==> src/key_debounce.sv <==
`timescale 1ns/1ns

module key_debounce #(
    parameter int DEBOUNCE_CYCLES = 16
) (
    input  logic i_clk,
    input  logic i_rst,
    input  logic i_key,
    output logic o_press
);
    localparam int CNT_W = $clog2(DEBOUNCE_CYCLES + 1);

    logic             key_meta;
    logic             key_sync;
    logic             level;
    logic             level_q;
    logic [CNT_W-1:0] cnt;

    // two-flop synchronizer, released key reads high
    always_ff @(posedge i_clk) begin
        if (i_rst) begin
            key_meta <= 1'b1;
            key_sync <= 1'b1;
        end else begin
            key_meta <= i_key;
            key_sync <= key_meta;
        end
    end

    // filtered level follows the key only after a steady run
    always_ff @(posedge i_clk) begin
        if (i_rst) begin
            cnt     <= '0;
            level   <= 1'b1;
            level_q <= 1'b1;
        end else begin
            level_q <= level;
            if (key_sync == level) begin
                cnt <= '0;
            end else if (cnt == CNT_W'(DEBOUNCE_CYCLES - 1)) begin
                level <= key_sync;
                cnt   <= '0;
            end else begin
                cnt <= cnt + 1'b1;
            end
        end
    end

    // press is the falling edge of the filtered level
    assign o_press = level_q & ~level;

endmodule

==> config.mk <==
export PLATFORM = sky130hd
export DESIGN_NAME = key_debounce
export DESIGN_NICKNAME = d
export VERILOG_FILES = /design/src/key_debounce.sv
export SDC_FILE = /design/constraint.sdc
export NUM_CORES = 1
export LEC_CHECK = 0
export BUFFER_PORTS_ARGS = -buffer_cell sky130_fd_sc_hd__clkbuf_2
export CAP_MARGIN = 10
export CELL_PAD_IN_SITES_DETAIL_PLACEMENT = 0
export CELL_PAD_IN_SITES_GLOBAL_PLACEMENT = 2
export CORE_AREA = 5 5 42 44
export DETAILED_ROUTE_END_ITERATION = 12
export DIE_AREA = 0 0 47 49
export PLACE_DENSITY_LB_ADDON = 0.1
export SETUP_SLACK_MARGIN = 0.05
export SLEW_MARGIN = 20
export SYNTH_ARGS = -nofsm -noshare
export SYNTH_HDL_FRONTEND = slang
export SYNTH_SLANG_ARGS = --single-unit
==> constraint.sdc <==
create_clock -name i_clk -period 1.9 [get_ports i_clk]
set_input_delay 0.38 -clock i_clk [delete_from_list [all_inputs] [get_ports i_clk]]
set_output_delay 0.38 -clock i_clk [all_outputs]
set_load 0.1 [all_outputs]
==> results by group <==
Outcome
  – Status: finished clean

Critical path
  – Crit path from: level$_SDFFE_PP1P_
  – WP data required: 1.52 ns
  – Worst Setup Start Kind: flip-flop
  – Worst Setup End Kind: output port
  – Max incr delay on CP: 0.44 ns
  – Reg-to-reg startpoint: cnt[0]$_SDFF_PP0_
  – Crit path arrival time: 1.22 ns
  – Slowest cell on crit path: clkbuf_2
  – Crit Path Category: reg -> out
  – Worst path cell trace: and2b_1, clkbuf_2
  – CP max FO: 4

STA
  – Max Transition Viols Final: 0
  – TNS Setup: 0 ns
  – Tcrit/Tclk final: 84.32%
  – RSZ-0062 raised after global routing: false
  – Worst relative slew slack: 64.35%
  – Final hold viol count: 0
  – Tmin final: 1.602 ns
  – Fmax: 624.2 MHz
  – Worst Skew: 0.0009671 ns
  – Setup violators final: 0
  – Worst-Margin Slew: 0.5370 ns

Layout
  – Area grow syn2layout: 19.07%
  – Nets@finish: 43
  – Number of antenna diodes: 0
  – Fill cells: 162
  – Share of layout cells above drive strength 1: 27.03%

Clock network
  – Root Buffer Master: clkbuf_4
  – Worst skew pair latency: 0.25 ns
  – Num Clock Sinks: 9
  – Post-CTS setup buffer count: 0
  – CTS tree: done
  – CTS H-Tree Depth: 1
  – CTS Hold Bufs: 0
  – Number of buffers created by CTS: 3
  – Worst-path clk slew: 0.06 ns
  – PostCTS Resize Cnt: 0
  – CTS max path bufs: 2

Global route
  – First-pass GRT wire length: 738 um
  – Largest net degree at the start of global routing: 6
  – Grt ovf: 0
  – Total GRT Usage: 4.661%
  – Initial antenna violation count: 0
  – Vias in the first global route: 206

Route
  – WL/cell: 8.000 um
  – Drt pass-1 iters: 2
  – Final ANT Viol Nets: 0
  – DR DRC count: 0
  – Via count: 200
  – DRT Wirelength: 424 um
  – Vias per std cell: 3.774
  – DR iter-0 viols: 3

Pwr
  – Switching share of power: 19.40%
  – Leakage: 0.1570 nW
  – Logic pwr share: 2.2%
  – Clock group share of total power: 41.7%
  – NetSw: 0.00006648 W
  – Sequential share of power: 56.2%
  – Int Pwr: 0.0002762 W
  – Power Dens Cells: 895.1 nW/um^2
  – VDD IR max: 0.2979 mV
  – Tot Pwr: 0.0003427 W

Synth
  – Post-synthesis sequential area ratio: 56.03%
  – Mapped cell area: 321.6 um^2
  – Mapped Avg Cell Area: 10.72 um^2
  – Syn Nets: 35
  – Synth area leaders: dfxtp_1, ha_1, nor2_1
  – Count of warnings emitted by yosys: 0
  – Post-synth top area cell: dfxtp_1
  – Syn Inst Count: 30
  – Post-synth top area share: 56.03%
  – Yosys reg bits: 9
  – Count of different cell masters after synthesis: 13

Floorplan
  – Starting Density: 22.95%
  – Row cnt: 14
  – Core area: 1401 um^2
  – Die W: 47 um
  – Die area: 2303 um^2
  – Boundary Pins: 4
  – Die Height: 49 um

Placed design
  – RD Place Congestion: 0.7081
  – IO Port Bufs: 3

Run
  – Max cap viols: 0

Min path
  – Type of the tightest min-delay check: in -> reg
  – Worst hold start: i_key
## placed cells by master (no fill, tap or decap), drive strengths merged
master and instances:
dfxtp 9, clkbuf 7, nor2 5, or2 3, inv 2, xnor2 2
ha 2, and3 1, and2b 1, or3 1, nor2b 1, a211o 1
nand3 1, xor2 1
## layout make-up
type | count | area, um^2 | area share (%)
Clock buffer | 4 | 26.28 | 6.863
Inverter | 2 | 7.507 | 1.961
Multi-Input combinational cell | 19 | 133.9 | 34.97
Sequential cell | 9 | 180.2 | 47.06
Tap cell | 16 | 20.02 | 5.229
Timing Repair Buffer | 3 | 15.01 | 3.922
## layer usage
metal / global-route usage, % / wire length, um / vias to the layer above / part of all wire, %
li1: - / - / 110 / -
met1: 5.543 / 221 / 85 / 52
met2: 5.882 / 172 / 3 / 41
met3: 2.214 / 23 / 2 / 5.4
met4: 4.147 / 6 / 0 / 1.4
met5: 0 / 0 / - / 0
## power by group through the flow
stage | sequential [W] | combinational [W] | clock (W)
floorplan | 0.000196 | 0.00000411 | 0
global placement | 0.000197 | 0.00000739 | 0
detailed placement | 0.000197 | 0.00000759 | 0
CTS | 0.000192 | 0.00000760 | 0.000149
global route | 0.000193 | 0.00000877 | 0.000157
finish | 0.000192 | 0.00000742 | 0.000143
## state kept, by name, summed over array words and instances (netlist names)
signal / cells
level: 1
cnt: 5
key_sync: 1
key_meta: 1
level_q: 1
## synth_stat cells (all sizes together)
cell type,number
a211o,1
dfxtp,9
nand3,1
ha,2
or3,1
and2b,1
and3,1
inv,2
nor2,5
nor2b,1
or2,3
xnor2,2
xor2,1
## worst paths after layout
path,end,slack [ns],cells after the start
min reg2reg,key_sync$_SDFF_PP1_,0.41,1
min,key_meta$_SDFF_PP1_,0.30,2
max,o_press,0.30,2
max reg2reg,cnt[2]$_SDFF_PP0_,0.37,5
## stage by stage
step | utilization [%] | instance area (um^2) | setup WS [ns] | hold WS [ns] | instances
finish | 27.32 | 382.9 | 0.2979 | 0.3050 | 53
global route | 27.32 | 382.9 | 0.2424 | 0.3127 | 53
CTS | 27.32 | 382.9 | 0.2858 | 0.2978 | 53
detailed placement | 25.45 | 356.6 | 0.3679 | 0.3980 | 49
global placement | 25.45 | 356.6 | 0.3955 | 0.3950 | 49
floorplan | - | 321.6 | 0.4386 | 0.3895 | 30
## logic make-up (layout without fill, tap and decap cells)
kind of cell,after synthesis,count (layout),synth area share [%]
simple gates,13,13,22.96
compound gates,1,1,2.724
fa+ha+maj,2,2,7.781
flops,9,9,56.03
xor+xnor,3,3,8.173
buf+inv,2,9,2.336
## worst max-delay path: cells and delay by family, from the launching register on
family                 cells  cell delay [ns]
buffers and inverters      1             0.44
flip-flops                 1             0.34
AND/OR/NAND/NOR            1             0.19
Note: power is estimated with default switching activity, not from simulation.
