===== src/rec_ctrl_pkg.sv =====
package rec_ctrl_pkg;

    // recorder states, the display lights LED n for state n
    typedef enum logic [2:0] {
        REC_IDLE         = 3'd0,
        REC_RECORD       = 3'd1,
        REC_RECORD_PAUSE = 3'd2,
        REC_PLAY         = 3'd3,
        REC_PLAY_PAUSE   = 3'd4
    } rec_state_e;

    // debounced key presses, each a one-cycle pulse
    typedef struct packed {
        logic record;
        logic play;
        logic stop;
    } key_cmd_t;

    // playback setting
    // speed factor is 2**k, fast skips samples, otherwise k > 0 plays slow
    typedef struct packed {
        logic       fast;
        logic       interp;
        logic [1:0] k;
    } play_cfg_t;

endpackage


===== src/rec_sample_pkg.sv =====
package rec_sample_pkg;

    localparam int SAMPLE_W  = 16;
    localparam int ADDR_W    = 12;
    localparam int MEM_DEPTH = 1 << ADDR_W;

    typedef logic signed [SAMPLE_W-1:0] sample_t;

    // one access on the sample memory port
    typedef struct packed {
        logic              we;
        logic [ADDR_W-1:0] addr;
        sample_t           wdata;
    } mem_req_t;

endpackage


===== src/play_dsp.sv =====
`timescale 1ns/1ns

module play_dsp (
    input  logic                              i_clk,
    input  logic                              i_rst,
    input  rec_ctrl_pkg::rec_state_e          i_state,
    input  rec_ctrl_pkg::play_cfg_t           i_cfg,
    input  logic [rec_sample_pkg::ADDR_W-1:0] i_end_addr,
    input  logic                              i_sample_stb,
    input  rec_sample_pkg::sample_t           i_rdata,
    output rec_sample_pkg::mem_req_t          o_rd_req,
    output rec_sample_pkg::sample_t           o_dac_sample,
    output logic                              o_dac_valid,
    output logic [rec_sample_pkg::ADDR_W-1:0] o_play_pos,
    output logic                              o_play_done
);
    import rec_ctrl_pkg::*;
    import rec_sample_pkg::*;

    // per-strobe control carried along with the two reads
    typedef struct packed {
        logic       interp;
        logic [1:0] k;
        logic [2:0] j;
        logic       done;
    } tap_t;

    logic                      stb_play;
    logic                      slow;
    logic                      group_end;
    logic                      at_last;
    logic [3:0]                grp_len;
    logic [ADDR_W:0]           step;
    logic [ADDR_W:0]           next_pos;
    logic [ADDR_W-1:0]         rd_addr;
    logic [ADDR_W-1:0]         nbr_addr;
    logic [2:0]                phase;
    tap_t                      tap;
    tap_t                      s1_tap;
    tap_t                      s2_tap;
    logic                      v1;
    logic                      v2;
    logic [ADDR_W-1:0]         s1_nbr;
    sample_t                   s2_cur;
    logic signed [SAMPLE_W:0]   diff;
    logic signed [SAMPLE_W+3:0] prod;
    logic signed [SAMPLE_W+3:0] ofs;

    assign stb_play = i_sample_stb && (i_state == REC_PLAY);
    assign slow     = !i_cfg.fast && (i_cfg.k != 2'd0);

    // slow mode holds each address for 2**k strobes
    assign grp_len   = 4'd1 << i_cfg.k;
    assign group_end = !slow || ({1'b0, phase} >= grp_len - 4'd1);

    assign step     = i_cfg.fast ? ((ADDR_W+1)'(1) << i_cfg.k) : (ADDR_W+1)'(1);
    assign next_pos = {1'b0, rd_addr} + step;

    // neighbour for interpolation, last sample pairs with itself
    assign at_last  = ({1'b0, rd_addr} + 1'b1) >= {1'b0, i_end_addr};
    assign nbr_addr = at_last ? rd_addr : rd_addr + 1'b1;

    assign tap = '{
        interp: i_cfg.interp && slow,
        k:      i_cfg.k,
        j:      slow ? phase : 3'd0,
        done:   group_end && (next_pos >= {1'b0, i_end_addr})
    };

    // play position, restarts whenever the recorder is idle
    always_ff @(posedge i_clk) begin
        if (i_rst || (i_state == REC_IDLE)) begin
            rd_addr <= '0;
            phase   <= '0;
        end else if (stb_play) begin
            if (group_end) begin
                rd_addr <= next_pos[ADDR_W-1:0];
                phase   <= '0;
            end else begin
                phase <= phase + 3'd1;
            end
        end
    end

    always_ff @(posedge i_clk) begin
        if (i_rst) begin
            v1 <= 1'b0;
            v2 <= 1'b0;
        end else begin
            v1 <= stb_play;
            v2 <= v1;
        end
    end

    always_ff @(posedge i_clk) begin
        if (stb_play) begin
            s1_tap <= tap;
            s1_nbr <= nbr_addr;
        end
        if (v1) begin
            s2_tap <= s1_tap;
            s2_cur <= i_rdata;
        end
    end

    // strobe cycle reads a, the cycle after reads the neighbour
    assign o_rd_req = '{we: 1'b0, addr: v1 ? s1_nbr : rd_addr, wdata: '0};

    // neighbour data arrives in the output cycle
    assign diff = i_rdata - s2_cur;
    assign prod = diff * $signed({1'b0, s2_tap.j});
    assign ofs  = prod >>> s2_tap.k;

    assign o_dac_sample = s2_tap.interp ? sample_t'(s2_cur + ofs) : s2_cur;
    assign o_dac_valid  = v2 && (i_state == REC_PLAY);
    assign o_play_done  = o_dac_valid && s2_tap.done;
    assign o_play_pos   = rd_addr;

endmodule


===== config.mk =====
export PLATFORM = sky130hd
export DESIGN_NAME = play_dsp
export DESIGN_NICKNAME = d
export VERILOG_FILES = /design/src/rec_ctrl_pkg.sv /design/src/rec_sample_pkg.sv /design/src/play_dsp.sv
export SDC_FILE = /design/constraint.sdc
export NUM_CORES = 1
export LEC_CHECK = 0
export ABC_AREA = 1
export BUFFER_PORTS_ARGS = -buffer_cell sky130_fd_sc_hd__buf_2
export CAP_MARGIN = 20
export CORE_ASPECT_RATIO = 1.2
export CORE_MARGIN = 8
export CORE_UTILIZATION = 54
export DETAILED_ROUTE_END_ITERATION = 16
export GPL_ROUTABILITY_DRIVEN = 0
export GPL_TIMING_DRIVEN = 0
export PLACE_DENSITY = 0.75
export SLEW_MARGIN = 20
export SYNTH_ARGS = -nofsm -noshare
export SYNTH_HDL_FRONTEND = slang
export SYNTH_SLANG_ARGS = --single-unit

===== constraint.sdc =====
create_clock -name i_clk -period 7.6 [get_ports i_clk]
set_clock_uncertainty 0.05 [all_clocks]
set_input_delay 1.52 -clock i_clk [delete_from_list [all_inputs] [get_ports i_clk]]
set_output_delay 1.52 -clock i_clk [all_outputs]
set_load 0.03 [all_outputs]

==> results.json <==
{
  "outcome": "finished with violations",
  "violations": "setup timing",
  "synth.area.top_cells": "ha_1 17%, edfxtp_1 17%, nand2_1 10%",
  "first_iter_violations": 338,
  "start_kind": "primary input",
  "drv_cap": 0,
  "hpwl_um": 15900,
  "grt_overflow_total": 0,
  "yosysWarnings": 0,
  "layout.nets": 1344,
  "synth_largest_area_cell": "ha_1",
  "holdWs_ns": 0.364,
  "critPathArrivalTime_ns": 6.98,
  "crit_family": "compound AO/OA/AOI/OAI gates",
  "wl_um": 21300,
  "drc_errors": 0,
  "vias_per_cell": 5.33,
  "pre_cts_ws_ns": -1.19,
  "grt_pass1_vias": 6973,
  "clock_path_buffers": 2,
  "power.leakage_nw": 4.92,
  "cp.required_ns": 6.03,
  "ys.flop_type": "edfxtp_1",
  "r2r_cells": 15,
  "synthesis.area_mm2": 0.00741,
  "finish.utilization_pct": 73.1,
  "die_y_um": 144,
  "reg2reg_from": "o_play_pos[0]",
  "drive_above_1_share_pct": 31.4,
  "initial_utilization_pct": 54.6,
  "yosysSeqAreaShare_pct": 21.6,
  "antenna_found_initial": 1,
  "ys_seq_elements": 59,
  "p_total_mw": 1.66,
  "synth_top_area_share_pct": 17.0,
  "async_reset_ff_share_pct": 0,
  "layout_commonest_cell": "inv_1",
  "syn_inst": 1028,
  "grt_max_degree": 31,
  "cp-endpoint": "o_dac_sample[15]",
  "cts_inserted_buffers": 9,
  "cp.depth": 35,
  "slew_headroom_pct": 41.7,
  "timing_hold_violations_final": 0,
  "cp_num_buf_inv": 4,
  "core_area_mm2": 0.0136,
  "worst-path-max-fanout": 5,
  "rsz0062_at_grt": "yes",
  "synthToLayoutAreaGrowth_pct": 33.9,
  "vias": 7254,
  "startpoint": "i_rdata[5]",
  "critPathCaptureType": "output port",
  "grt_pass1_wl_um": 31000,
  "setup_viol": 12,
  "n_antenna_cell": 0,
  "cts.sinks": 59,
  "crit_type": "primary input to output port",
  "fp.dieW_um": 123,
  "cts_tree": "built",
  "stdcell_count": 1361,
  "drv_slew": 0,
  "fmax_mhz": 117,
  "root_buffer": "clkbuf_16",
  "die_area_mm2": 0.0177,
  "grt_util_all_layers_pct": 22.0,
  "ant_nets": 0,
  "timing.rr.end": "s1_tap[0]",
  "max_stage_delay_ns": 0.56,
  "io_buffer_count": 79,
  "cts_max_level": 3,
  "yosysUniqueCellTypes": 53,
  "dp.cells": 1294,
  "fin_crit_sh_pct": 112,
  "powerDensity_mw_per_mm2": 168,
  "slowest_stage": "fa_1",
  "cts.reportedPaths.clkPinSlew_ns": 0.05,
  "pin_count": 97,
  "placed_cell_area_mm2": 0.00825,
  "avgSynthCellArea_um2": 7.21,
  "ir_worst_vdd_uv": 112,
  "timing.setup.tns_ns": -5.64,
  "stdcell_area_mm2": 0.00993,
  "hold_class": "flip-flop to flip-flop",
  "reg2reg_slack_ns": 3.95,
  "setup_ws_ns": -0.946,
  "tightestPinTransition_ns": 0.875,
  "first_pass_iters": 5,
  "wl_per_cell_um": 15.7,
  "post-route-min-period_ns": 8.55,
  "synth-edff-count": 42,
  "final_cell_mix": "175 x inv_1, 170 x nand2_1, 78 x nor2_1",
  "clk_latency_ns": 0.33,
  "cp_common_cell": "nand2_1",
  "rows": 47
}
## flip-flops by register name, indices dropped and copies added (netlist names)
name / count
o_play_pos: 12
phase: 3
s1_nbr: 12
s1_tap: 7
s2_cur: 16
s2_tap: 7
v1: 1
v2: 1
## synth_stat cells, drive strengths merged (3+ instances only)
cell type,count
nand2,204
o21ai,73
ha,101
nand3,52
o21a,3
o211ai,4
nand3b,4
xnor2,6
o21bai,3
inv,195
nor4,3
edfxtp,42
clkbuf,13
o22ai,12
fa,19
dfxtp,17
or2,10
nand4,11
buf,22
a31oi,8
nor3,11
nor2,88
xor2,46
a21oi,66
## cell type report
type | count | area, um^2
Multi-Input combinational cell | 754 | 5930
Fill cell | 1031 | 3660
Timing Repair Buffer | 131 | 898
Inverter | 196 | 751
Clock buffer | 10 | 239
Tap cell | 171 | 214
Sequential cell | 59 | 1600
Clock inverter | 5 | 76.3
Buffer | 35 | 214
## where the power goes
group | total, mW | internal (mW) | switching, mW | leakage, nW
sequential | 0.352 | 0.348 | 0.00391 | 0.520
clock | 0.432 | 0.292 | 0.139 | 0.154
combinational | 0.881 | 0.383 | 0.499 | 4.25
## per-layer routing
metal / wire length [um] / vias to the layer above / GRT usage, % / share of wire [%]
li1: - / 3630 / - / -
met4: 696 / 2 / 9.90 / 3.3
met1: 8260 / 3351 / 22.7 / 39
met3: 857 / 58 / 3.01 / 4.0
met2: 11500 / 213 / 42.3 / 54
met5: 14 / - / 0 / 0.066
## how the worst min path moves through the flow
stage                 to  slack, ns      start  depth (start not counted)
2_1_floorplan  s2_tap[0]       0.35  s1_tap[0]                          0
3_3_place_gp   s2_tap[4]       0.35  s1_tap[4]                          0
3_5_place_dp   s2_tap[1]       0.36  s1_tap[1]                          0
4_1_cts        s2_tap[4]       0.37  s1_tap[4]                          0
5_1_grt        s2_tap[1]       0.38  s1_tap[1]                          0
6_report       s2_tap[1]       0.36  s1_tap[1]                          0
## kinds of logic (layout without fill, tap and decap cells)
logic type      count (synthesis)  in the layout  share of synthesized area (%)
fa+ha+maj                     120            120                           22.2
mux                             1              1                          0.135
xor+xnor                       52             52                           6.14
other cells                     1             17                         0.0506
simple gates                  387            387                           22.6
flops                          59             59                           21.6
compound gates                177            177                           14.5
buf+inv                       231            377                           12.8
## what timing repair did
item                                    in CTS  in global routing
endpoints found under the setup margin      12                 12
pin swaps                                   40                 82
gates cloned                                 0                  0
setup buffers                               23                 29
hold buffers                                 0                  0
gates resized for setup                     80                133
(Power assumes the default switching activity.)
