## src/rec_ctrl_pkg.sv

```systemverilog
package rec_ctrl_pkg;

    // recorder states, the display lights LED n for state n
    typedef enum logic [2:0] {
        REC_IDLE         = 3'd0,
        REC_RECORD       = 3'd1,
        REC_RECORD_PAUSE = 3'd2,
        REC_PLAY         = 3'd3,
        REC_PLAY_PAUSE   = 3'd4
    } rec_state_e;

    // debounced key presses, each a one-cycle pulse
    typedef struct packed {
        logic record;
        logic play;
        logic stop;
    } key_cmd_t;

    // playback setting
    // speed factor is 2**k, fast skips samples, otherwise k > 0 plays slow
    typedef struct packed {
        logic       fast;
        logic       interp;
        logic [1:0] k;
    } play_cfg_t;

endpackage

```

## src/rec_sample_pkg.sv

```systemverilog
package rec_sample_pkg;

    localparam int SAMPLE_W  = 16;
    localparam int ADDR_W    = 12;
    localparam int MEM_DEPTH = 1 << ADDR_W;

    typedef logic signed [SAMPLE_W-1:0] sample_t;

    // one access on the sample memory port
    typedef struct packed {
        logic              we;
        logic [ADDR_W-1:0] addr;
        sample_t           wdata;
    } mem_req_t;

endpackage

```

## src/rec_controller.sv

```systemverilog
`timescale 1ns/1ns

module rec_controller (
    input  logic                              i_clk,
    input  logic                              i_rst,
    input  rec_ctrl_pkg::key_cmd_t            i_cmd,
    input  logic                              i_sample_stb,
    input  rec_sample_pkg::sample_t           i_adc_sample,
    input  logic                              i_play_done,
    output rec_ctrl_pkg::rec_state_e          o_state,
    output rec_sample_pkg::mem_req_t          o_rec_req,
    output logic [rec_sample_pkg::ADDR_W-1:0] o_end_addr
);
    import rec_ctrl_pkg::*;
    import rec_sample_pkg::*;

    rec_state_e        state;
    rec_state_e        state_nxt;
    logic [ADDR_W-1:0] rec_addr;
    logic [ADDR_W-1:0] end_addr;
    logic              wr_en;
    logic              last_addr;

    // one write per strobe while recording
    assign wr_en     = (state == REC_RECORD) && i_sample_stb;
    assign last_addr = (rec_addr == ADDR_W'(MEM_DEPTH - 1));

    always_comb begin
        state_nxt = state;
        if (i_cmd.stop) begin
            state_nxt = REC_IDLE;
        end else begin
            case (state)
                REC_IDLE: begin
                    if (i_cmd.record) begin
                        state_nxt = REC_RECORD;
                    end else if (i_cmd.play && (end_addr != '0)) begin
                        state_nxt = REC_PLAY;
                    end
                end
                REC_RECORD: begin
                    // full memory ends the take
                    if (wr_en && last_addr) begin
                        state_nxt = REC_IDLE;
                    end else if (i_cmd.record) begin
                        state_nxt = REC_RECORD_PAUSE;
                    end
                end
                REC_RECORD_PAUSE: begin
                    if (i_cmd.record) begin
                        state_nxt = REC_RECORD;
                    end
                end
                REC_PLAY: begin
                    if (i_cmd.play) begin
                        state_nxt = REC_PLAY_PAUSE;
                    end else if (i_play_done) begin
                        state_nxt = REC_IDLE;
                    end
                end
                REC_PLAY_PAUSE: begin
                    if (i_cmd.play) begin
                        state_nxt = REC_PLAY;
                    end
                end
                default: state_nxt = REC_IDLE;
            endcase
        end
    end

    always_ff @(posedge i_clk) begin
        if (i_rst) begin
            state    <= REC_IDLE;
            rec_addr <= '0;
            end_addr <= '0;
        end else begin
            state <= state_nxt;
            if ((state == REC_IDLE) && (state_nxt == REC_RECORD)) begin
                // new take overwrites from address 0
                rec_addr <= '0;
                end_addr <= '0;
            end else if (wr_en) begin
                rec_addr <= rec_addr + 1'b1;
                // end address saturates at the top of the 12-bit range
                end_addr <= last_addr ? rec_addr : rec_addr + 1'b1;
            end
        end
    end

    assign o_rec_req = '{we: wr_en, addr: rec_addr, wdata: i_adc_sample};

    assign o_state    = state;
    assign o_end_addr = end_addr;

endmodule

```

## config.mk

```make
export PLATFORM = sky130hd
export DESIGN_NAME = rec_controller
export DESIGN_NICKNAME = d
export VERILOG_FILES = /design/src/rec_ctrl_pkg.sv /design/src/rec_sample_pkg.sv /design/src/rec_controller.sv
export SDC_FILE = /design/constraint.sdc
export NUM_CORES = 1
export LEC_CHECK = 0
export BUFFER_PORTS_ARGS = -buffer_cell sky130_fd_sc_hd__buf_2
export CAP_MARGIN = 20
export CORE_MARGIN = 2
export CORE_UTILIZATION = 35
export CTS_CLUSTER_SIZE = 14
export DETAILED_ROUTE_END_ITERATION = 10
export HOLD_SLACK_MARGIN = 0.15
export PLACE_DENSITY_LB_ADDON = 0.1
export REMOVE_ABC_BUFFERS = 1
export SETUP_SLACK_MARGIN = 0.1
export SLEW_MARGIN = 30
export SYNTH_ARGS = -nofsm -noshare
export SYNTH_HDL_FRONTEND = slang
export SYNTH_SLANG_ARGS = --single-unit
```

## constraint.sdc

```tcl
create_clock -name i_clk -period 2.8 [get_ports i_clk]
set_clock_uncertainty 0.1 [all_clocks]
set_input_delay 0.7 -clock i_clk [delete_from_list [all_inputs] [get_ports i_clk]]
set_output_delay 0.7 -clock i_clk [all_outputs]
set_load 0.005 [all_outputs]
```

==> results of run 1 <==
-- metal layers --
layer  track usage  vias up  share of wire
met4        0.0440        0         0.0099
met3        0.0627        4          0.089
met2         0.225       53           0.43
li1              -      685              -
met1         0.201      623           0.48
met5             0        -              0
-- through the flow --
step / setup slack (ps) / power (W) / std cells / utilization / area [um^2]
after floorplan: 209 / 0.000431 / 163 / - / 1390
after global placement: 346 / 0.000452 / 253 / 0.380 / 1650
after detailed placement: 295 / 0.000453 / 253 / 0.380 / 1650
after CTS: 384 / 0.000676 / 257 / 0.391 / 1700
after global routing: 276 / 0.000703 / 257 / 0.391 / 1700
final: 411 / 0.000669 / 257 / 0.391 / 1700
-- worst min-delay path, stage by stage (launching register included) --
cell and delay (ps):
dfxtp_1 340, nand2_1 60, a21oi_1 50
-- area by class of cell --
type,count,share of cell area
inverter,5,0.0110
clock inverter,1,0.00294
sequential,27,0.318
timing repair buffer,38,0.118
clock buffer,3,0.0243
multi-input combinational,131,0.488
tap,52,0.0383
-- power by group through the flow --
stage                     Combinational (W)  Clock [W]  Sequential [W]
after floorplan                   0.0000310          0        0.000400
after global placement            0.0000515          0        0.000401
after detailed placement          0.0000525          0        0.000401
after CTS                         0.0000525   0.000232        0.000392
after global routing              0.0000577   0.000253        0.000393
final                             0.0000520   0.000225        0.000392
-- state kept, by name, indices dropped and copies added, names as in the netlist --
name and cells:
rec_addr 12, o_state 3, o_end_addr 12
-- logic make-up after synthesis --
group | after synthesis
compound gates | 28
xor+xnor | 17
fa+ha+maj | 1
buf+inv | 33
flops | 27
mux | 1
simple gates | 84
-- worst max path at each step --
stage | start | endpoint | slack [ps]
final | rec_addr[0] | o_end_addr[9] | 410
after global routing | rec_addr[0] | o_end_addr[9] | 280
after CTS | rec_addr[0] | o_end_addr[9] | 380
after detailed placement | i_cmd[1] | o_end_addr[6] | 290
after global placement | i_cmd[1] | o_end_addr[9] | 350
after floorplan | i_sample_stb | o_rec_req[28] | 210
-- cell usage in the layout (no fill, tap or decap), drive strengths merged, types with 2 or more instances in the layout --
cell type  Yosys  routed
buf           24      38
nand2         14      14
and4           3       3
a211oi         5       5
xnor2         13      13
nand3          7       7
clkbuf         4       3
nor3           9       9
nor2          32      32
nand2b         2       2
nor4           4       4
dfxtp         27      27
a31oi          3       3
xor2           4       4
and3           4       4
inv            5       5
a21oi          7       7
nand4          4       4
-- Yosys cell counts (5+ instances only) --
cell / instances / area [um^2]
nor2_1: 32 / 120
dfxtp_1: 27 / 541
buf_4: 17 / 128
nand2_1: 14 / 52.6
xnor2_1: 13 / 114
nor3_1: 8 / 40.0
a21oi_1: 7 / 35.0
nand3_1: 7 / 35.0
a211oi_1: 5 / 37.5
buf_2: 5 / 25.0
inv_1: 5 / 18.8
==> flow_summary.toml, run 1 <==
[detailed_routing]
antenna_left = 0
drcViolationCount = 0
dr_total_vias = 1365
drt_iter0_drc = 62
avgViaCountPerCell = 5.31
routed_wirelength_um = 3830
drtPass1Iterations = 4
wire_per_inst_um = 14.9

[sta]
worst_slew_pin_slew_ps = 496
maxSlewViolCount = 0
max_freq_ghz = 0.419
hold_viol_final = 0
timing.slew.headroom = 0.667
setup_tns_ps = 0
rsz0062_at_grt = "no"
hold_slack_ps = 385
setup_violations = 0
period_share = 0.853
period_minus_slack_ps = 2390

[synthesis]
syn_inst = 191
synth_mux_area_frac = 0.00634
synth_flop_cell = "dfxtp_1"
synth.avg_cell_area_um2 = 8.27
yosys.area_share.simple = 0.281
ys_ff_latch = 27
ys_warn_count = 0
async_reset_ff_frac = 0
synth_top_family_by_area = "simple AND/OR/NAND/NOR gates"
syn_area_mm2 = 0.00158
synthXorXnorAreaFrac = 0.0943
synth_fa_ha_area_frac = 0.00792
synth_cell_types = 43
synth-seq-area-share = 0.342
synth_edf_count = 0
synth_compound_area_frac = 0.135

[power]
power_frac_seq = 0.586
switching_share = 0.242
power_switching_w = 0.000162
vdd_drop_max_mv = 0.178
powerDensity_mw_per_mm2 = 393
clkPwrFrac = 0.336
pwr-share-comb = 0.078
p_int_w = 0.000507
p_leak_nw = 0.683

[clock_tree]
ctsHtreeMaxLevel = 1
clock_sinks = 27
cts_setup_buffers = 0
ctsHoldBuffers = 0
cts_tree = "yes"
clk_path_buf_depth = 2
cts-root-buf = "clkbuf_8"
postCtsResizedCells = 0
clk_pin_slew_ps = 100
insertion_delay_ps = 280
cts_made_buffers = 3

[finish]
layout-drive-gt1-share = 0.234
area.growth.synth_to_final_pct = 7.69
nets = 230
fill_cells = 450
antenna_cells = 0
multi_input_area_um2 = 830
regArea_um2 = 541

[global_routing]
antenna_found_initial = 0
grt_pass1_wl_um = 6070
grt_max_degree = 26
overflow = 0
grt_pass1_vias = 1247
grt_usage = 0.151

[die]
coreArea_mm2 = 0.00435
die_area_mm2 = 0.00506
die_w_um = 71.2
die_y_um = 71.2
rows = 24
initial_utilization = 0.363
io-pin-count = 67

[hold_path]
hold_depth = 2
min_from = "o_end_addr[0]"
hp-class = "register to register"
whs_endpoint = "o_end_addr[0]"

[worst_setup_path]
worstSetupPathType = "register to register"
r2r-start = "rec_addr[0]"
reg2reg_to = "o_end_addr[9]"
cp_top_family = "simple AND/OR/NAND/NOR gates"
path_buf_inv = 1
slowest_stage = "dfxtp_1"
required_ps = 2860
cp-end-kind = "register"
cp.depth = 7
crit_path_max_incr_delay_ps = 490
cp_max_fo = 24
reg2reg_depth = 7
rrSetupSlack_ps = 410
cp.arrival_ps = 2450
startpoint_type = "register"
path_cells = "ha_1 -> nand3_1 -> nor3_4 -> a211oi_1 -> o41ai_4 -> buf_4 -> nor3_1"

[place]
dp_hpwl_um = 2830
routabilityCongestion = 0.734
portBuffers = 34

[status]
outcome = "complete, no violations"

[flow_run]
drv_cap = 0
Note: power is estimated with default switching activity, not from simulation.
==> inputs of run 2 (changes only) <==
- BUFFER_PORTS_ARGS: -buffer_cell sky130_fd_sc_hd__buf_2 -> -buffer_cell sky130_fd_sc_hd__buf_4
- CORE_UTILIZATION: 35 -> 36
==> flow_summary.toml, run 2 (synthesized netlist as in run 1, its figures left out) <==
[status]
outcome = "complete, no violations"

[detailed_routing]
antenna_left = 0
routed_wirelength_um = 3770
avgViaCountPerCell = 5.32
drtPass1Iterations = 4
wire_per_inst_um = 14.7
dr_total_vias = 1368
drcViolationCount = 0
drt_iter0_drc = 86

[worst_setup_path]
cp_top_family = "simple AND/OR/NAND/NOR gates"
cp_max_fo = 24
reg2reg_to = "o_end_addr[9]"
worstSetupPathType = "register to register"
cp.depth = 7
required_ps = 2860
rrSetupSlack_ps = 410
r2r-start = "rec_addr[0]"
crit_path_max_incr_delay_ps = 470
startpoint_type = "register"
path_cells = "ha_1 -> nand3_1 -> nor3_4 -> a211oi_1 -> o41ai_4 -> buf_4 -> nor3_1"
slowest_stage = "dfxtp_1"
reg2reg_depth = 7
cp-end-kind = "register"
cp.arrival_ps = 2450
path_buf_inv = 1

[clock_tree]
postCtsResizedCells = 0
insertion_delay_ps = 270
clk_pin_slew_ps = 90
ctsHoldBuffers = 0
cts_setup_buffers = 0
clock_sinks = 27
clk_path_buf_depth = 2
ctsHtreeMaxLevel = 1
cts_tree = "yes"
cts-root-buf = "clkbuf_8"
cts_made_buffers = 3

[sta]
fin_ws_ps = 410
rsz0062_at_grt = "no"
worst_slew_pin_slew_ps = 550
maxSlewViolCount = 0
setup_tns_ps = 0
max_freq_ghz = 0.418
period_share = 0.854
hold_viol_final = 0
timing.slew.headroom = 0.631
period_minus_slack_ps = 2390
setup_violations = 0

[finish]
layout-drive-gt1-share = 0.229
area.growth.synth_to_final_pct = 13.0
fin_area_mm2 = 0.00178
final_common_cell = "buf_4"
nets = 230
regArea_um2 = 541
fill_cells = 464
multi_input_area_um2 = 830
antenna_cells = 0
mostFrequentLayoutCells = "38 x buf_4, 32 x nor2_1, 27 x dfxtp_1, 14 x nand2_1, 13 x xnor2_1"

[die]
initial_utilization = 0.368
die_y_um = 70.2
die_area_mm2 = 0.00493
rows = 24
io-pin-count = 67
die_w_um = 70.2
coreArea_mm2 = 0.00429

[hold_path]
hold_depth = 2
min_from = "o_end_addr[8]"
whs_endpoint = "o_end_addr[8]"
hp-class = "register to register"

[power]
power_w = 0.000672
powerDensity_mw_per_mm2 = 377
p_leak_nw = 0.683
vdd_drop_max_mv = 0.146

[global_routing]
overflow = 0
grt_max_degree = 26
antenna_found_initial = 0
grt_usage = 0.158
grt_pass1_wl_um = 6420
grt_pass1_vias = 1368

[place]
dp_hpwl_um = 2830
place_ws_ps = 310
portBuffers = 34
place_area_mm2 = 0.00174
routabilityCongestion = 0.790

[flow_run]
drv_cap = 0
run 2: cell count changes in the layout (fill, tap and decap cells not counted):
cell / change
buf_2: -34
clkinv_2: -1
buf_4: +34
clkbuf_1: +1
run 2: cell type report:
class / count / area share
clock buffers: 4 / 0.0252
inverters: 5 / 0.0105
multi-input cells: 131 / 0.465
well taps: 52 / 0.0365
flip-flops and latches: 27 / 0.303
repair buffers: 38 / 0.160
run 2: where the power goes:
group | switching [W] | internal, W | total (W)
Sequential | 0.00000497 | 0.000387 | 0.000392
Clock | 0.000122 | 0.000102 | 0.000224
Combinational | 0.0000318 | 0.0000245 | 0.0000564
run 2: worst max path at each step:
stage            startpoint             to  slack (ps)
2_1_floorplan  i_sample_stb  o_rec_req[28]         210
3_3_place_gp       i_cmd[1]  o_end_addr[9]         370
3_5_place_dp       i_cmd[1]  o_end_addr[9]         310
4_1_cts         rec_addr[0]  o_end_addr[9]         380
5_1_grt         rec_addr[0]  o_end_addr[6]         270
6_report        rec_addr[0]  o_end_addr[9]         410
run 2: routing by layer:
metal  vias to the layer above  track usage  share of wire
li1                        676            -              -
met3                         2       0.0563          0.085
met1                       636        0.218           0.47
met4                         0       0.0470         0.0064
met5                         -       0.0333              0
met2                        54        0.227           0.44
run 2: worst min-delay path: cells and delay by family, from the launching register on:
kind,cells,cell delay (ps)
compound gates,1,50
flops,1,340
simple gates,1,60
run 2: through the flow:
stage / hold WS [ps] / util / std cells
global placement: 377 / 0.405 / 253
detailed placement: 376 / 0.405 / 253
global route: 406 / 0.416 / 257
CTS: 389 / 0.416 / 257
floorplan: 371 / - / 163
finish: 382 / 0.416 / 257
==> inputs of run 3 (changes only) <==
- BUFFER_PORTS_ARGS: -buffer_cell sky130_fd_sc_hd__buf_4 -> -buffer_cell sky130_fd_sc_hd__buf_2
==> flow_summary.toml, run 3 (synthesized netlist as in run 1, its figures left out) <==
[sta]
worst_slew_pin_slew_ps = 571
rsz0062_at_grt = "no"
hold_viol_final = 0
maxSlewViolCount = 0
period_share = 0.848
timing.slew.headroom = 0.616
setup_violations = 0
fin_ws_ps = 426
setup_tns_ps = 0
max_freq_ghz = 0.421
period_minus_slack_ps = 2370

[power]
p_int_w = 0.000508
pwr-share-comb = 0.080
clkPwrFrac = 0.333
power_w = 0.000666
vdd_drop_max_mv = 0.168
power_frac_seq = 0.588
switching_share = 0.237
power_switching_w = 0.000158
p_leak_nw = 0.692
powerDensity_mw_per_mm2 = 388

[die]
coreArea_mm2 = 0.00429
initial_utilization = 0.368
die_w_um = 70.2
die_area_mm2 = 0.00493
io-pin-count = 67
rows = 24
die_y_um = 70.2

[worst_setup_path]
cp.arrival_ps = 2430
required_ps = 2860
cp-end-kind = "register"
cp_top_family = "simple AND/OR/NAND/NOR gates"
path_buf_inv = 1
cp_max_fo = 24
crit_path_max_incr_delay_ps = 470
slowest_stage = "dfxtp_1"
startpoint_type = "register"
worstSetupPathType = "register to register"
path_cells = "ha_1 -> nand3_1 -> nor3_4 -> a211oi_1 -> o41ai_4 -> buf_4 -> nor3_1"

[detailed_routing]
drtPass1Iterations = 4
avgViaCountPerCell = 5.27
routed_wirelength_um = 3720
drt_iter0_drc = 35
dr_total_vias = 1364
antenna_left = 0
drcViolationCount = 0
wire_per_inst_um = 14.4

[clock_tree]
postCtsResizedCells = 0
cts_setup_buffers = 0
ctsHtreeMaxLevel = 1
cts_tree = "yes"
ctsHoldBuffers = 0
insertion_delay_ps = 270
clock_sinks = 27
clk_path_buf_depth = 2
cts-root-buf = "clkbuf_8"
clk_pin_slew_ps = 90
cts_made_buffers = 3

[place]
place_inst = 255
place_ws_ps = 284
dp_hpwl_um = 2860
routabilityCongestion = 0.871
place_area_mm2 = 0.00167
portBuffers = 34

[global_routing]
grt_pass1_wl_um = 6370
antenna_found_initial = 0
grt_pass1_vias = 1312
grt_max_degree = 25
overflow = 0
grt_usage = 0.159

[hold_path]
hp-class = "register to register"

[finish]
fin_cells = 259
nets = 232
area.growth.synth_to_final_pct = 8.64
layout-drive-gt1-share = 0.242
mostFrequentLayoutCells = "34 x buf_2, 32 x nor2_1, 27 x dfxtp_1, 14 x nand2_1, 13 x xnor2_1"
fill_cells = 491
final_common_cell = "buf_2"
fin_area_mm2 = 0.00172
antenna_cells = 0

[status]
outcome = "complete, no violations"

[flow_run]
drv_cap = 0
[run 3: cell count changes in the layout (fill, tap and decap cells not counted)]
| cell | previous run | this run |
|---|---|---|
| buf_2 | 0 | 34 |
| buf_4 | 38 | 6 |
| clkbuf_1 | 1 | 0 |
| clkinv_2 | 0 | 1 |
[run 3: metal layers]
| layer | track usage | part of all wire |
|---|---|---|
| met5 | 0.0333 | 0 |
| met4 | 0.0513 | 0.010 |
| met3 | 0.0620 | 0.084 |
| met2 | 0.231 | 0.42 |
| met1 | 0.215 | 0.48 |
[run 3: worst min-delay path, stage by stage, from the launching register on]
cell and delay (ps):
dfxtp_1 340, nand2_1 60, a21oi_1 50
[run 3: final timing paths]
| kind | start | to | slack (ps) | depth (start not counted) |
|---|---|---|---|---|
| worst max-delay path | rec_addr[0] | o_end_addr[9] | 430 | 7 |
| worst max register to register | rec_addr[0] | o_end_addr[9] | 430 | 7 |
| worst min-delay path | o_end_addr[8] | o_end_addr[8] | 380 | 2 |
| worst min register to register | o_end_addr[8] | o_end_addr[8] | 380 | 2 |
[run 3: area by class of cell]
type | count | area [um^2] | share of cell area
multi-input combinational | 131 | 830 | 0.484
sequential | 27 | 541 | 0.315
timing repair buffer | 40 | 215 | 0.125
tap | 52 | 65.1 | 0.0379
clock buffer | 3 | 41.3 | 0.0241
inverter | 5 | 18.8 | 0.0109
clock inverter | 1 | 5.00 | 0.00292
[run 3: power groups by stage]
stage	logic, W	registers [W]	clock network, W
finish	0.0000531	0.000392	0.000222
global route	0.0000600	0.000393	0.000253
CTS	0.0000535	0.000392	0.000233
detailed placement	0.0000534	0.000401	0
global placement	0.0000529	0.000401	0
floorplan	0.0000310	0.000400	0
[run 3: stage by stage]
step / hold slack [ps] / util
after floorplan: 371 / -
after global placement: 371 / 0.389
after detailed placement: 375 / 0.389
after CTS: 388 / 0.399
after global routing: 415 / 0.399
final: 383 / 0.399
