### config.mk
export PLATFORM = sky130hd
export DESIGN_NAME = rec_display
export DESIGN_NICKNAME = d
export VERILOG_FILES = /design/src/rec_ctrl_pkg.sv /design/src/rec_sample_pkg.sv /design/src/rec_display.sv
export SDC_FILE = /design/constraint.sdc
export NUM_CORES = 1
export LEC_CHECK = 0
export BUFFER_PORTS_ARGS = -buffer_cell sky130_fd_sc_hd__clkbuf_2
export CAP_MARGIN = 25
export CORE_AREA = 2 2 56 110
export DETAILED_ROUTE_END_ITERATION = 10
export DIE_AREA = 0 0 58 112
export GPL_TIMING_DRIVEN = 0
export PLACE_DENSITY = 0.86
export SYNTH_ARGS = -nofsm -noshare
export SYNTH_HDL_FRONTEND = slang
export SYNTH_SLANG_ARGS = --single-unit
### constraint.sdc
create_clock -name i_clk -period 1.7 [get_ports i_clk]
set_input_delay 0.34 -clock i_clk [delete_from_list [all_inputs] [get_ports i_clk]]
set_output_delay 0.34 -clock i_clk [all_outputs]
set_load 0.02 [all_outputs]
### src/rec_ctrl_pkg.sv
package rec_ctrl_pkg;

    // recorder states, the display lights LED n for state n
    typedef enum logic [2:0] {
        REC_IDLE         = 3'd0,
        REC_RECORD       = 3'd1,
        REC_RECORD_PAUSE = 3'd2,
        REC_PLAY         = 3'd3,
        REC_PLAY_PAUSE   = 3'd4
    } rec_state_e;

    // debounced key presses, each a one-cycle pulse
    typedef struct packed {
        logic record;
        logic play;
        logic stop;
    } key_cmd_t;

    // playback setting
    // speed factor is 2**k, fast skips samples, otherwise k > 0 plays slow
    typedef struct packed {
        logic       fast;
        logic       interp;
        logic [1:0] k;
    } play_cfg_t;

endpackage

### src/rec_sample_pkg.sv
package rec_sample_pkg;

    localparam int SAMPLE_W  = 16;
    localparam int ADDR_W    = 12;
    localparam int MEM_DEPTH = 1 << ADDR_W;

    typedef logic signed [SAMPLE_W-1:0] sample_t;

    // one access on the sample memory port
    typedef struct packed {
        logic              we;
        logic [ADDR_W-1:0] addr;
        sample_t           wdata;
    } mem_req_t;

endpackage

### src/rec_display.sv
`timescale 1ns/1ns

module rec_display (
    input  logic                              i_clk,
    input  logic                              i_rst,
    input  rec_ctrl_pkg::rec_state_e          i_state,
    input  rec_ctrl_pkg::play_cfg_t           i_cfg,
    input  logic [rec_sample_pkg::ADDR_W-1:0] i_play_pos,
    input  logic [rec_sample_pkg::ADDR_W-1:0] i_end_addr,
    output logic [5:0]                        o_led_state,
    output logic [7:0][6:0]                   o_hex
);
    // active-low glyphs, bit 0 is segment a
    localparam logic [6:0] SEG_DASH  = 7'b0111111;
    localparam logic [6:0] SEG_I     = 7'b1111011;
    localparam logic [6:0] SEG_BLANK = 7'b1111111;

    function automatic logic [6:0] seg7(input logic [3:0] nib);
        case (nib)
            4'h0: return 7'b1000000;
            4'h1: return 7'b1111001;
            4'h2: return 7'b0100100;
            4'h3: return 7'b0110000;
            4'h4: return 7'b0011001;
            4'h5: return 7'b0010010;
            4'h6: return 7'b0000010;
            4'h7: return 7'b1111000;
            4'h8: return 7'b0000000;
            4'h9: return 7'b0010000;
            4'ha: return 7'b0001000;
            4'hb: return 7'b0000011;
            4'hc: return 7'b1000110;
            4'hd: return 7'b0100001;
            4'he: return 7'b0000110;
            default: return 7'b0001110;
        endcase
    endfunction

    always_ff @(posedge i_clk) begin
        if (i_rst) begin
            o_led_state <= 6'b000001;
            o_hex       <= '1;
        end else begin
            o_led_state <= 6'd1 << i_state;
            // end address, top digit stays 0 for a 12-bit address
            o_hex[0] <= seg7(i_end_addr[3:0]);
            o_hex[1] <= seg7(i_end_addr[7:4]);
            o_hex[2] <= seg7(i_end_addr[11:8]);
            o_hex[3] <= seg7(4'h0);
            o_hex[4] <= seg7(i_play_pos[7:4]);
            o_hex[5] <= seg7(i_play_pos[11:8]);
            o_hex[6] <= seg7(4'd1 << i_cfg.k);
            if (i_cfg.k == 2'd0) begin
                o_hex[7] <= SEG_DASH;
            end else if (i_cfg.fast) begin
                o_hex[7] <= seg7(4'hf);
            end else begin
                o_hex[7] <= i_cfg.interp ? SEG_I : SEG_BLANK;
            end
        end
    end

endmodule

==> flow_metrics.tcl, run 1 <==
set metrics [dict create \
    preCtsSetupSlack_ns -0.006497 \
    worst_pin_slew_ns 0.5929 \
    pin_count 95 \
    routedWlPerCell_um 13.58 \
    clock-sinks 52 \
    finalMaxSlewViolations 0 \
    hold_buffers 0 \
    drtIter0Drc 58 \
    hold_class "in -> reg" \
    setup_slack_ns 0.2924 \
    fin_area_um2 3413 \
    stdcell_count 434 \
    design.die.area_um2 6496 \
    cts_tree "yes" \
    cpMostUsedCell "inv_1" \
    gp_congestion 0.8374 \
    crit_fanout 7 \
    cp.arrival_ns 1.59 \
    p_leak_nw 1.744 \
    numCtsBuffers 5 \
    cts_max_level 2 \
    vias 2273 \
    cp.required_ns 1.88 \
    first_pass_iters 5 \
    vias_per_cell 5.237 \
    clockBufferDepth 2 \
    grtUsageTotal_pct 18.27 \
    powerDensity_nw_per_um2 922.8 \
    relSlewSlack_pct 60.47 \
    finalCritPeriodShare_pct 82.80 \
    fmax_ghz 0.7104 \
    tns_ns 0 \
    setup_violations 0 \
    crit_slowest_cell "mux4_2" \
    num-nets-final 442 \
    finalPower_w 0.003150 \
    core_um2 5660 \
    hold_viol 0 \
    synthesis.area_um2 2716 \
    cp_slowest_stage_delay_ns 0.43 \
    rsz0062_at_grt "no" \
    totalWireLength_um 5894 \
    start_kind "input port" \
    cap_violations 0 \
    grt_pass1_wl_um 9315 \
    die_w_um 58 \
    rows 39 \
    crit_path_cell_trace "clkbuf_2 > inv_1 > ha_1 > inv_1 > mux4_2 > or2_1" \
    fin_crit_ns 1.408 \
    vdd_drop_max_mv 1.094 \
    grt_overflow_total 0 \
    die_h_um 112 \
    ys_seq_elements 52 \
    outcome "complete, no violations" \
    post_synth.cell_area_avg_um2 9.806 \
    cts_resized 0 \
    ant_nets 0 \
    ys_seq_area_share_pct 38.32 \
    placedInstanceArea_um2 3231 \
    grt_max_degree 16 \
    dp_hpwl_um 4573 \
    area_growth_syn_to_layout_pct 25.66 \
    cts_setup_buffers 0 \
    cts_root_buf "clkbuf_16" \
    grt_antenna_before_repair 0 \
    drive_gt1_share_pct 34.05 \
    dpl.cell_count 426 \
    start_util_pct 47.99 \
    n_antenna_cell 0 \
    yosys_warnings 0 \
    crit_type "in -> reg" \
    endpoint_kind "flip-flop" \
    ys_types 36 \
    port_buffers 86 \
    drcViolationCount 0 \
    syn_inst 277 \
    cts.clk_slew.worst_paths_ns 0.07 \
    grt_pass1_vias 2162 \
]
-- kinds of logic (layout without fill, tap and decap cells) --
kind of cell / Yosys count / count (layout) / share of synthesized area (%)
buf+inv: 43 / 137 / 8.153
flops: 52 / 52 / 38.32
other cells: 1 / 3 / 0.1381
compound gates: 59 / 59 / 15.52
mux: 22 / 22 / 8.982
fa+ha+maj: 37 / 37 / 17.04
simple gates: 63 / 63 / 11.84
-- layout make-up --
type,count,area (µm²)
fill,483,2247
clock inverter,1,30.03
clock buffer,7,152.6
tap,61,76.32
inverter,18,67.56
multi-input combinational,184,1461
sequential,52,1041
timing repair buffer,86,430.4
buffer,25,153.9
-- cell usage in the layout, fill, tap and decap left out, types with 9 or more instances in the layout --
| cell | count |
|---|---|
| ha_1 | 37 |
| nor2b_1 | 9 |
| clkbuf_2 | 86 |
| mux2i_1 | 12 |
| a21oi_1 | 17 |
| buf_4 | 12 |
| nor2_1 | 26 |
| a211o_1 | 10 |
| dfxtp_1 | 52 |
| inv_1 | 18 |
| mux2_2 | 9 |
-- worst paths after layout --
check | startpoint | to | slack (ns) | cells after the start
max | i_end_addr[0] | o_hex[3]$_SDFF_PP1_ | 0.29 | 6
min | i_cfg[3] | o_hex[53]$_SDFF_PP1_ | 0.22 | 2
-- critical path: cells and delay by family --
kind,cells,cell delay [ns]
adder cells (fa/ha/maj),1,0.29
buffers and inverters,3,0.31
multiplexers,1,0.43
AND/OR/NAND/NOR,1,0.21
-- cell usage after synthesis --
| master | instances | area, µm² |
|---|---|---|
| nor3b_1 | 2 | 15.01 |
| nand2b_1 | 3 | 18.77 |
| a21o_1 | 1 | 7.510 |
| o21bai_1 | 3 | 22.52 |
| a2111oi_0 | 8 | 70.07 |
| mux4_2 | 1 | 22.52 |
| and2b_1 | 1 | 7.510 |
| o21ai_0 | 8 | 40.04 |
| mux2_2 | 9 | 101.4 |
| or2_2 | 1 | 6.260 |
| a221o_2 | 1 | 11.26 |
| a311o_1 | 1 | 10.01 |
| buf_4 | 12 | 90.09 |
| nor4b_1 | 1 | 8.760 |
| or2_1 | 1 | 6.260 |
| buf_2 | 6 | 30.03 |
| ha_1 | 37 | 462.9 |
| and3_1 | 3 | 18.77 |
| nor4bb_1 | 1 | 10.01 |
| a21oi_1 | 17 | 85.08 |
| nor2b_1 | 9 | 56.30 |
| a211o_1 | 10 | 87.58 |
| dfxtp_1 | 52 | 1041 |
| buf_6 | 1 | 11.26 |
| nand3b_1 | 2 | 15.01 |
| clkbuf_1 | 6 | 22.52 |
| inv_1 | 18 | 67.56 |
| and3_2 | 1 | 7.510 |
| nand2_1 | 5 | 18.77 |
| nor3_1 | 7 | 35.03 |
| conb_1 | 1 | 3.750 |
| mux2i_1 | 12 | 120.1 |
| a31o_2 | 1 | 8.760 |
| a31oi_1 | 3 | 18.77 |
| a221o_1 | 6 | 60.06 |
| nor2_1 | 26 | 97.59 |
-- where the power goes --
group          switching [W]  leakage, nW  internal, W  total, W
Clock               0.000417       0.0901     0.000775   0.00119
Sequential         0.0000247        0.436      0.00131   0.00133
Combinational       0.000382         1.22     0.000243  0.000625
Total               0.000823         1.74      0.00233   0.00315
-- state kept, by name (all words and copies together), names as in the netlist --
signal,flops
o_hex,46
o_led_state,6
-- stage by stage --
| stage | hold slack [ns] | utilization [%] |
|---|---|---|
| final | 0.2201 | 60.30 |
| after global routing | 0.2305 | 60.30 |
| after CTS | 0.2168 | 60.30 |
| after detailed placement | 0.5125 | 57.07 |
| after global placement | 0.5112 | 57.07 |
| after floorplan | 0.3677 | - |
-- layer usage --
layer / track usage (%) / routed length (µm)
met1: 17.26 / 2058
met2: 33.94 / 3227
met3: 5.459 / 467
met4: 8.837 / 141
met5: 0 / 0
(Power assumes the default switching activity.)
==> inputs of run 2 (changes only) <==
==> constraint.sdc (replaced) <==
create_clock -name i_clk -period 1.45 [get_ports i_clk]
set_input_delay 0.29 -clock i_clk [delete_from_list [all_inputs] [get_ports i_clk]]
set_output_delay 0.29 -clock i_clk [all_outputs]
set_load 0.02 [all_outputs]
==> run 2 against run 1 <==
Net effect: cell count unchanged; combinational power up 17%; final area about the same; clock power up 18%; sequential share of layout area about the same; worst hold slack worse by 0.050 ns; highest routed layer unchanged; power up 17%; critical path depth unchanged.
==> flow_metrics.tcl, run 2 (synthesis gave the netlist of run 1 again) <==
set metrics [dict create \
    outcome "complete, no violations" \
    fmax_ghz 0.7357 \
    grt_antenna_before_repair 0 \
    cp.required_ns 1.63 \
    grtUsageTotal_pct 18.27 \
    grt_overflow_total 0 \
    hold_viol 0 \
    vdd_drop_max_mv 1.284 \
    grt_pass1_wl_um 9315 \
    cts_setup_buffers 0 \
    layout_common_cells "86 x clkbuf_2, 52 x dfxtp_1, 37 x ha_1" \
    hold_buffers 0 \
    cts_tree "yes" \
    drtIter0Drc 60 \
    hold_depth 2 \
    routedWlPerCell_um 13.53 \
    vias_per_cell 5.221 \
    die_h_um 112 \
    layout_commonest_cell "clkbuf_2" \
    pin_count 95 \
    core_um2 5660 \
    fin_crit_ns 1.359 \
    area_growth_syn_to_layout_pct 25.70 \
    largest_register_ffs 46 \
    port_buffers 86 \
    reg_top3 "o_hex x46, o_led_state x6" \
    placedInstanceArea_um2 3231 \
    clock-sinks 52 \
    start_kind "input port" \
    crit_type "in -> reg" \
    rsz0062_at_grt "no" \
    design.die.area_um2 6496 \
    hold_class "in -> reg" \
    ant_nets 0 \
    powerDensity_nw_per_um2 1081 \
    fin_area_um2 3415 \
    cp.arrival_ns 1.54 \
    drive_gt1_share_pct 34.05 \
    grt_max_degree 16 \
    num-nets-final 442 \
    cts_max_level 2 \
    numCtsBuffers 5 \
    relSlewSlack_pct 60.10 \
    gp_congestion 0.8374 \
    cts_root_buf "clkbuf_16" \
    finalMaxSlewViolations 0 \
    largest-register "o_hex" \
    totalWireLength_um 5874 \
    grt_pass1_vias 2162 \
    die_w_um 58 \
    fin_util_pct 60.32 \
    finalPower_w 0.003693 \
    drcViolationCount 0 \
    cap_violations 0 \
    start_util_pct 47.99 \
    n_antenna_cell 0 \
    finalCritPeriodShare_pct 93.74 \
    rows 39 \
    vias 2266 \
    clockBufferDepth 2 \
    worst_pin_slew_ns 0.5985 \
    first_pass_iters 4 \
    crit_fanout 7 \
    p_leak_nw 1.744 \
    cts.clk_slew.worst_paths_ns 0.07 \
    dp_hpwl_um 4573 \
    endpoint_kind "flip-flop" \
    setup_violations 0 \
]
-- run 2: cell types whose count changed in the layout (fill, tap and decap cells not counted) --
cell       delta
a2111oi_0     -1
a2111oi_1     +1
-- run 2: final cells by class --
| class | count | area [µm²] |
|---|---|---|
| Inverter | 18 | 67.56 |
| Multi-Input combinational cell | 184 | 1463 |
| Sequential cell | 52 | 1041 |
| Clock buffer | 7 | 152.6 |
| Timing Repair Buffer | 86 | 430.4 |
| Tap cell | 61 | 76.32 |
| Buffer | 25 | 153.9 |
| Clock inverter | 1 | 30.03 |
| Fill cell | 482 | 2246 |
-- run 2: worst max-delay path, stage by stage --
cell	delay [ns]
clkbuf_2	0.16
inv_1	0.12
ha_1	0.29
inv_1	0.04
mux4_2	0.43
or2_1	0.21
-- run 2: final timing paths --
check	startpoint	endpoint	slack, ns
setup / recovery	i_end_addr[0]	o_hex[3]$_SDFF_PP1_	0.09
hold / removal	i_cfg[3]	o_hex[53]$_SDFF_PP1_	0.17
-- run 2: timing repair --
action                                  CTS  global route
endpoints found under the setup margin    0             1
gates resized for setup                   0             1
endpoints found under the hold margin     0             0
-- run 2: power by group --
part	switching [W]	internal, W	total, W
Sequential	0.0000288	0.00153	0.00156
Combinational	0.000447	0.000286	0.000733
Clock	0.000489	0.000908	0.00140
Total	0.000965	0.00273	0.00369
-- run 2: through the flow --
step	worst slack [ns]	hold WS [ns]	std cells	TNS [ns]
CTS	0.09869	0.1668	434	0
global placement	-0.1898	0.4612	426	-0.2602
global route	0.02181	0.1805	434	0
detailed placement	-0.2065	0.4625	426	-0.6023
floorplan	0.05174	0.3177	279	0
finish	0.09070	0.1702	434	0
-- run 2: metal layers --
metal  up-vias  track usage (%)  part of all wire, %
met3        11            5.459                  7.8
met1      1040            17.26                   35
met2        78            33.94                   55
li1       1137                -                    -
met4         0            8.837                  2.4
met5         -                0                    0
==> inputs of run 3 (changes only) <==
--- a/config.mk
+++ b/config.mk
@@ -11,7 +11,8 @@
 export DETAILED_ROUTE_END_ITERATION = 10
 export DIE_AREA = 0 0 58 112
 export GPL_TIMING_DRIVEN = 0
-export PLACE_DENSITY = 0.86
+export HOLD_SLACK_MARGIN = 0.1
+export PLACE_DENSITY = 0.74
 export SYNTH_ARGS = -nofsm -noshare
 export SYNTH_HDL_FRONTEND = slang
 export SYNTH_SLANG_ARGS = --single-unit
==> run 3 against run 2 <==
Net effect: critical endpoint is now o_hex[38]$_SDFF_PP1_; sequential power hardly changed; global-route usage is 1.1 points higher; non-clock buffer count stayed put; routed wire length is 2.0% higher; clock power is 16% lower; clock-buffer cell count is 1 higher; worst hold slack better by 0.0041 ns.
==> flow_metrics.tcl, run 3 (synthesis gave the netlist of run 1 again) <==
set metrics [dict create \
    drive_gt1_share_pct 33.78 \
    design.die.area_um2 6496 \
    placedInstanceArea_um2 3231 \
    n_antenna_cell 0 \
    totalWireLength_um 5993 \
    reg_top3 "o_hex x46, o_led_state x6" \
    core_um2 5660 \
    ant_nets 0 \
    cp.required_ns 1.60 \
    cts_max_level 2 \
    outcome "complete, no violations" \
    grt_antenna_before_repair 0 \
    layout_common_cells "86 x clkbuf_2, 52 x dfxtp_1, 37 x ha_1" \
    crit_fanout 5 \
    p_leak_nw 1.724 \
    top_usage_layer "met2" \
    grt_pass1_vias 2259 \
    powerDensity_nw_per_um2 1027 \
    num-nets-final 442 \
    grt_overflow_total 0 \
    clock-sinks 52 \
    fin_hold_ws_ns 0.1743 \
    grt_pass1_wl_um 9749 \
    stdcell_count 434 \
    dpl.cell_count 426 \
    die_w_um 58 \
    endpoint_kind "flip-flop" \
    cp.arrival_ns 1.50 \
    clockBufferDepth 2 \
    cts.clk_slew.worst_paths_ns 0.06 \
    area_growth_syn_to_layout_pct 24.37 \
    hold_viol 0 \
    worst_pin_slew_ns 0.5148 \
    cts_setup_buffers 0 \
    first_pass_iters 4 \
    numCtsBuffers 5 \
    grt_max_degree 15 \
    vias 2286 \
    drtIter0Drc 43 \
    cts_root_buf "clkbuf_16" \
    cts_tree "yes" \
    fmax_ghz 0.7434 \
    start_util_pct 47.99 \
    finalMaxSlewViolations 0 \
    gp_congestion 0.8391 \
    dp_hpwl_um 4701 \
    relSlewSlack_pct 65.68 \
    cp_slowest_stage_delay_ns 0.45 \
    routedWlPerCell_um 13.81 \
    crit_slowest_cell "a2111oi_1" \
    grt_util_met2_pct 36.74 \
    largest-register "o_hex" \
    cap_violations 0 \
    grtUsageTotal_pct 19.34 \
    crit_buf_inv 2 \
    fin_crit_ns 1.345 \
    die_h_um 112 \
    fin_area_um2 3378 \
    start_kind "input port" \
    cp-startpoint "i_play_pos[9]" \
    setup_violations 0 \
    layout_commonest_cell "clkbuf_2" \
    crit_type "in -> reg" \
    gr-usage-met1_pct 17.34 \
    rsz0062_at_grt "no" \
    finalCritPeriodShare_pct 92.77 \
    hp-start "i_cfg[2]" \
    port_buffers 86 \
    crit_path_cell_trace "clkbuf_2 > inv_1 > ha_1 > nor2b_1 > a2111oi_1 > a21oi_1" \
    hold_class "in -> reg" \
    largest_register_ffs 46 \
    tns_ns 0 \
    rows 39 \
    vdd_drop_max_mv 1.350 \
    grt_use_met3_pct 5.343 \
    pin_count 95 \
    drcViolationCount 0 \
    critPathTopFamily "compound AO/OA/AOI/OAI gates" \
    vias_per_cell 5.267 \
]
==> run 3: cell types whose count changed in the layout (fill, tap and decap cells not counted), sizes merged <==
cell and change:
clkbuf +1, bufinv -1
==> run 3: per-layer routing <==
layer	vias to the layer above	part of all wire [%]
met4	0	2.0
met5	-	0
li1	1140	-
met3	7	6.2
met1	1069	35
met2	70	57
==> run 3: worst paths after layout <==
check	endpoint	slack (ns)	depth (start not counted)
hold / removal	o_hex[51]$_SDFF_PP1_	0.17	2
setup / recovery	o_hex[38]$_SDFF_PP1_	0.10	6
==> run 3: layout make-up <==
cell class	count	area [µm²]
flip-flops and latches	52	1041
plain buffers	25	153.9
fillers	513	2282
inverters	18	67.56
clock buffers	8	146.4
well taps	61	76.32
multi-input cells	184	1463
repair buffers	86	430.4
==> run 3: stage by stage <==
step / setup WS, ns / power, W / utilization (%)
after floorplan: 0.05174 / 0.002070 / -
after global placement: -0.1864 / 0.002317 / 57.07
after detailed placement: -0.2408 / 0.002335 / 57.07
after CTS: 0.06791 / 0.003501 / 59.66
after global routing: 0.03746 / 0.003636 / 59.68
final: 0.1049 / 0.003470 / 59.68
==> run 3: power breakdown <==
part / internal [W] / switching, W / leakage, nW
logic: 0.000286 / 0.000450 / 1.22
clock network: 0.000689 / 0.000480 / 0.0712
registers: 0.00153 / 0.0000299 / 0.436
==> run 3: repair_timing <==
item	in CTS	in global routing
hold buffers	0	0
endpoints found under the setup margin	0	2
resized for setup	0	2
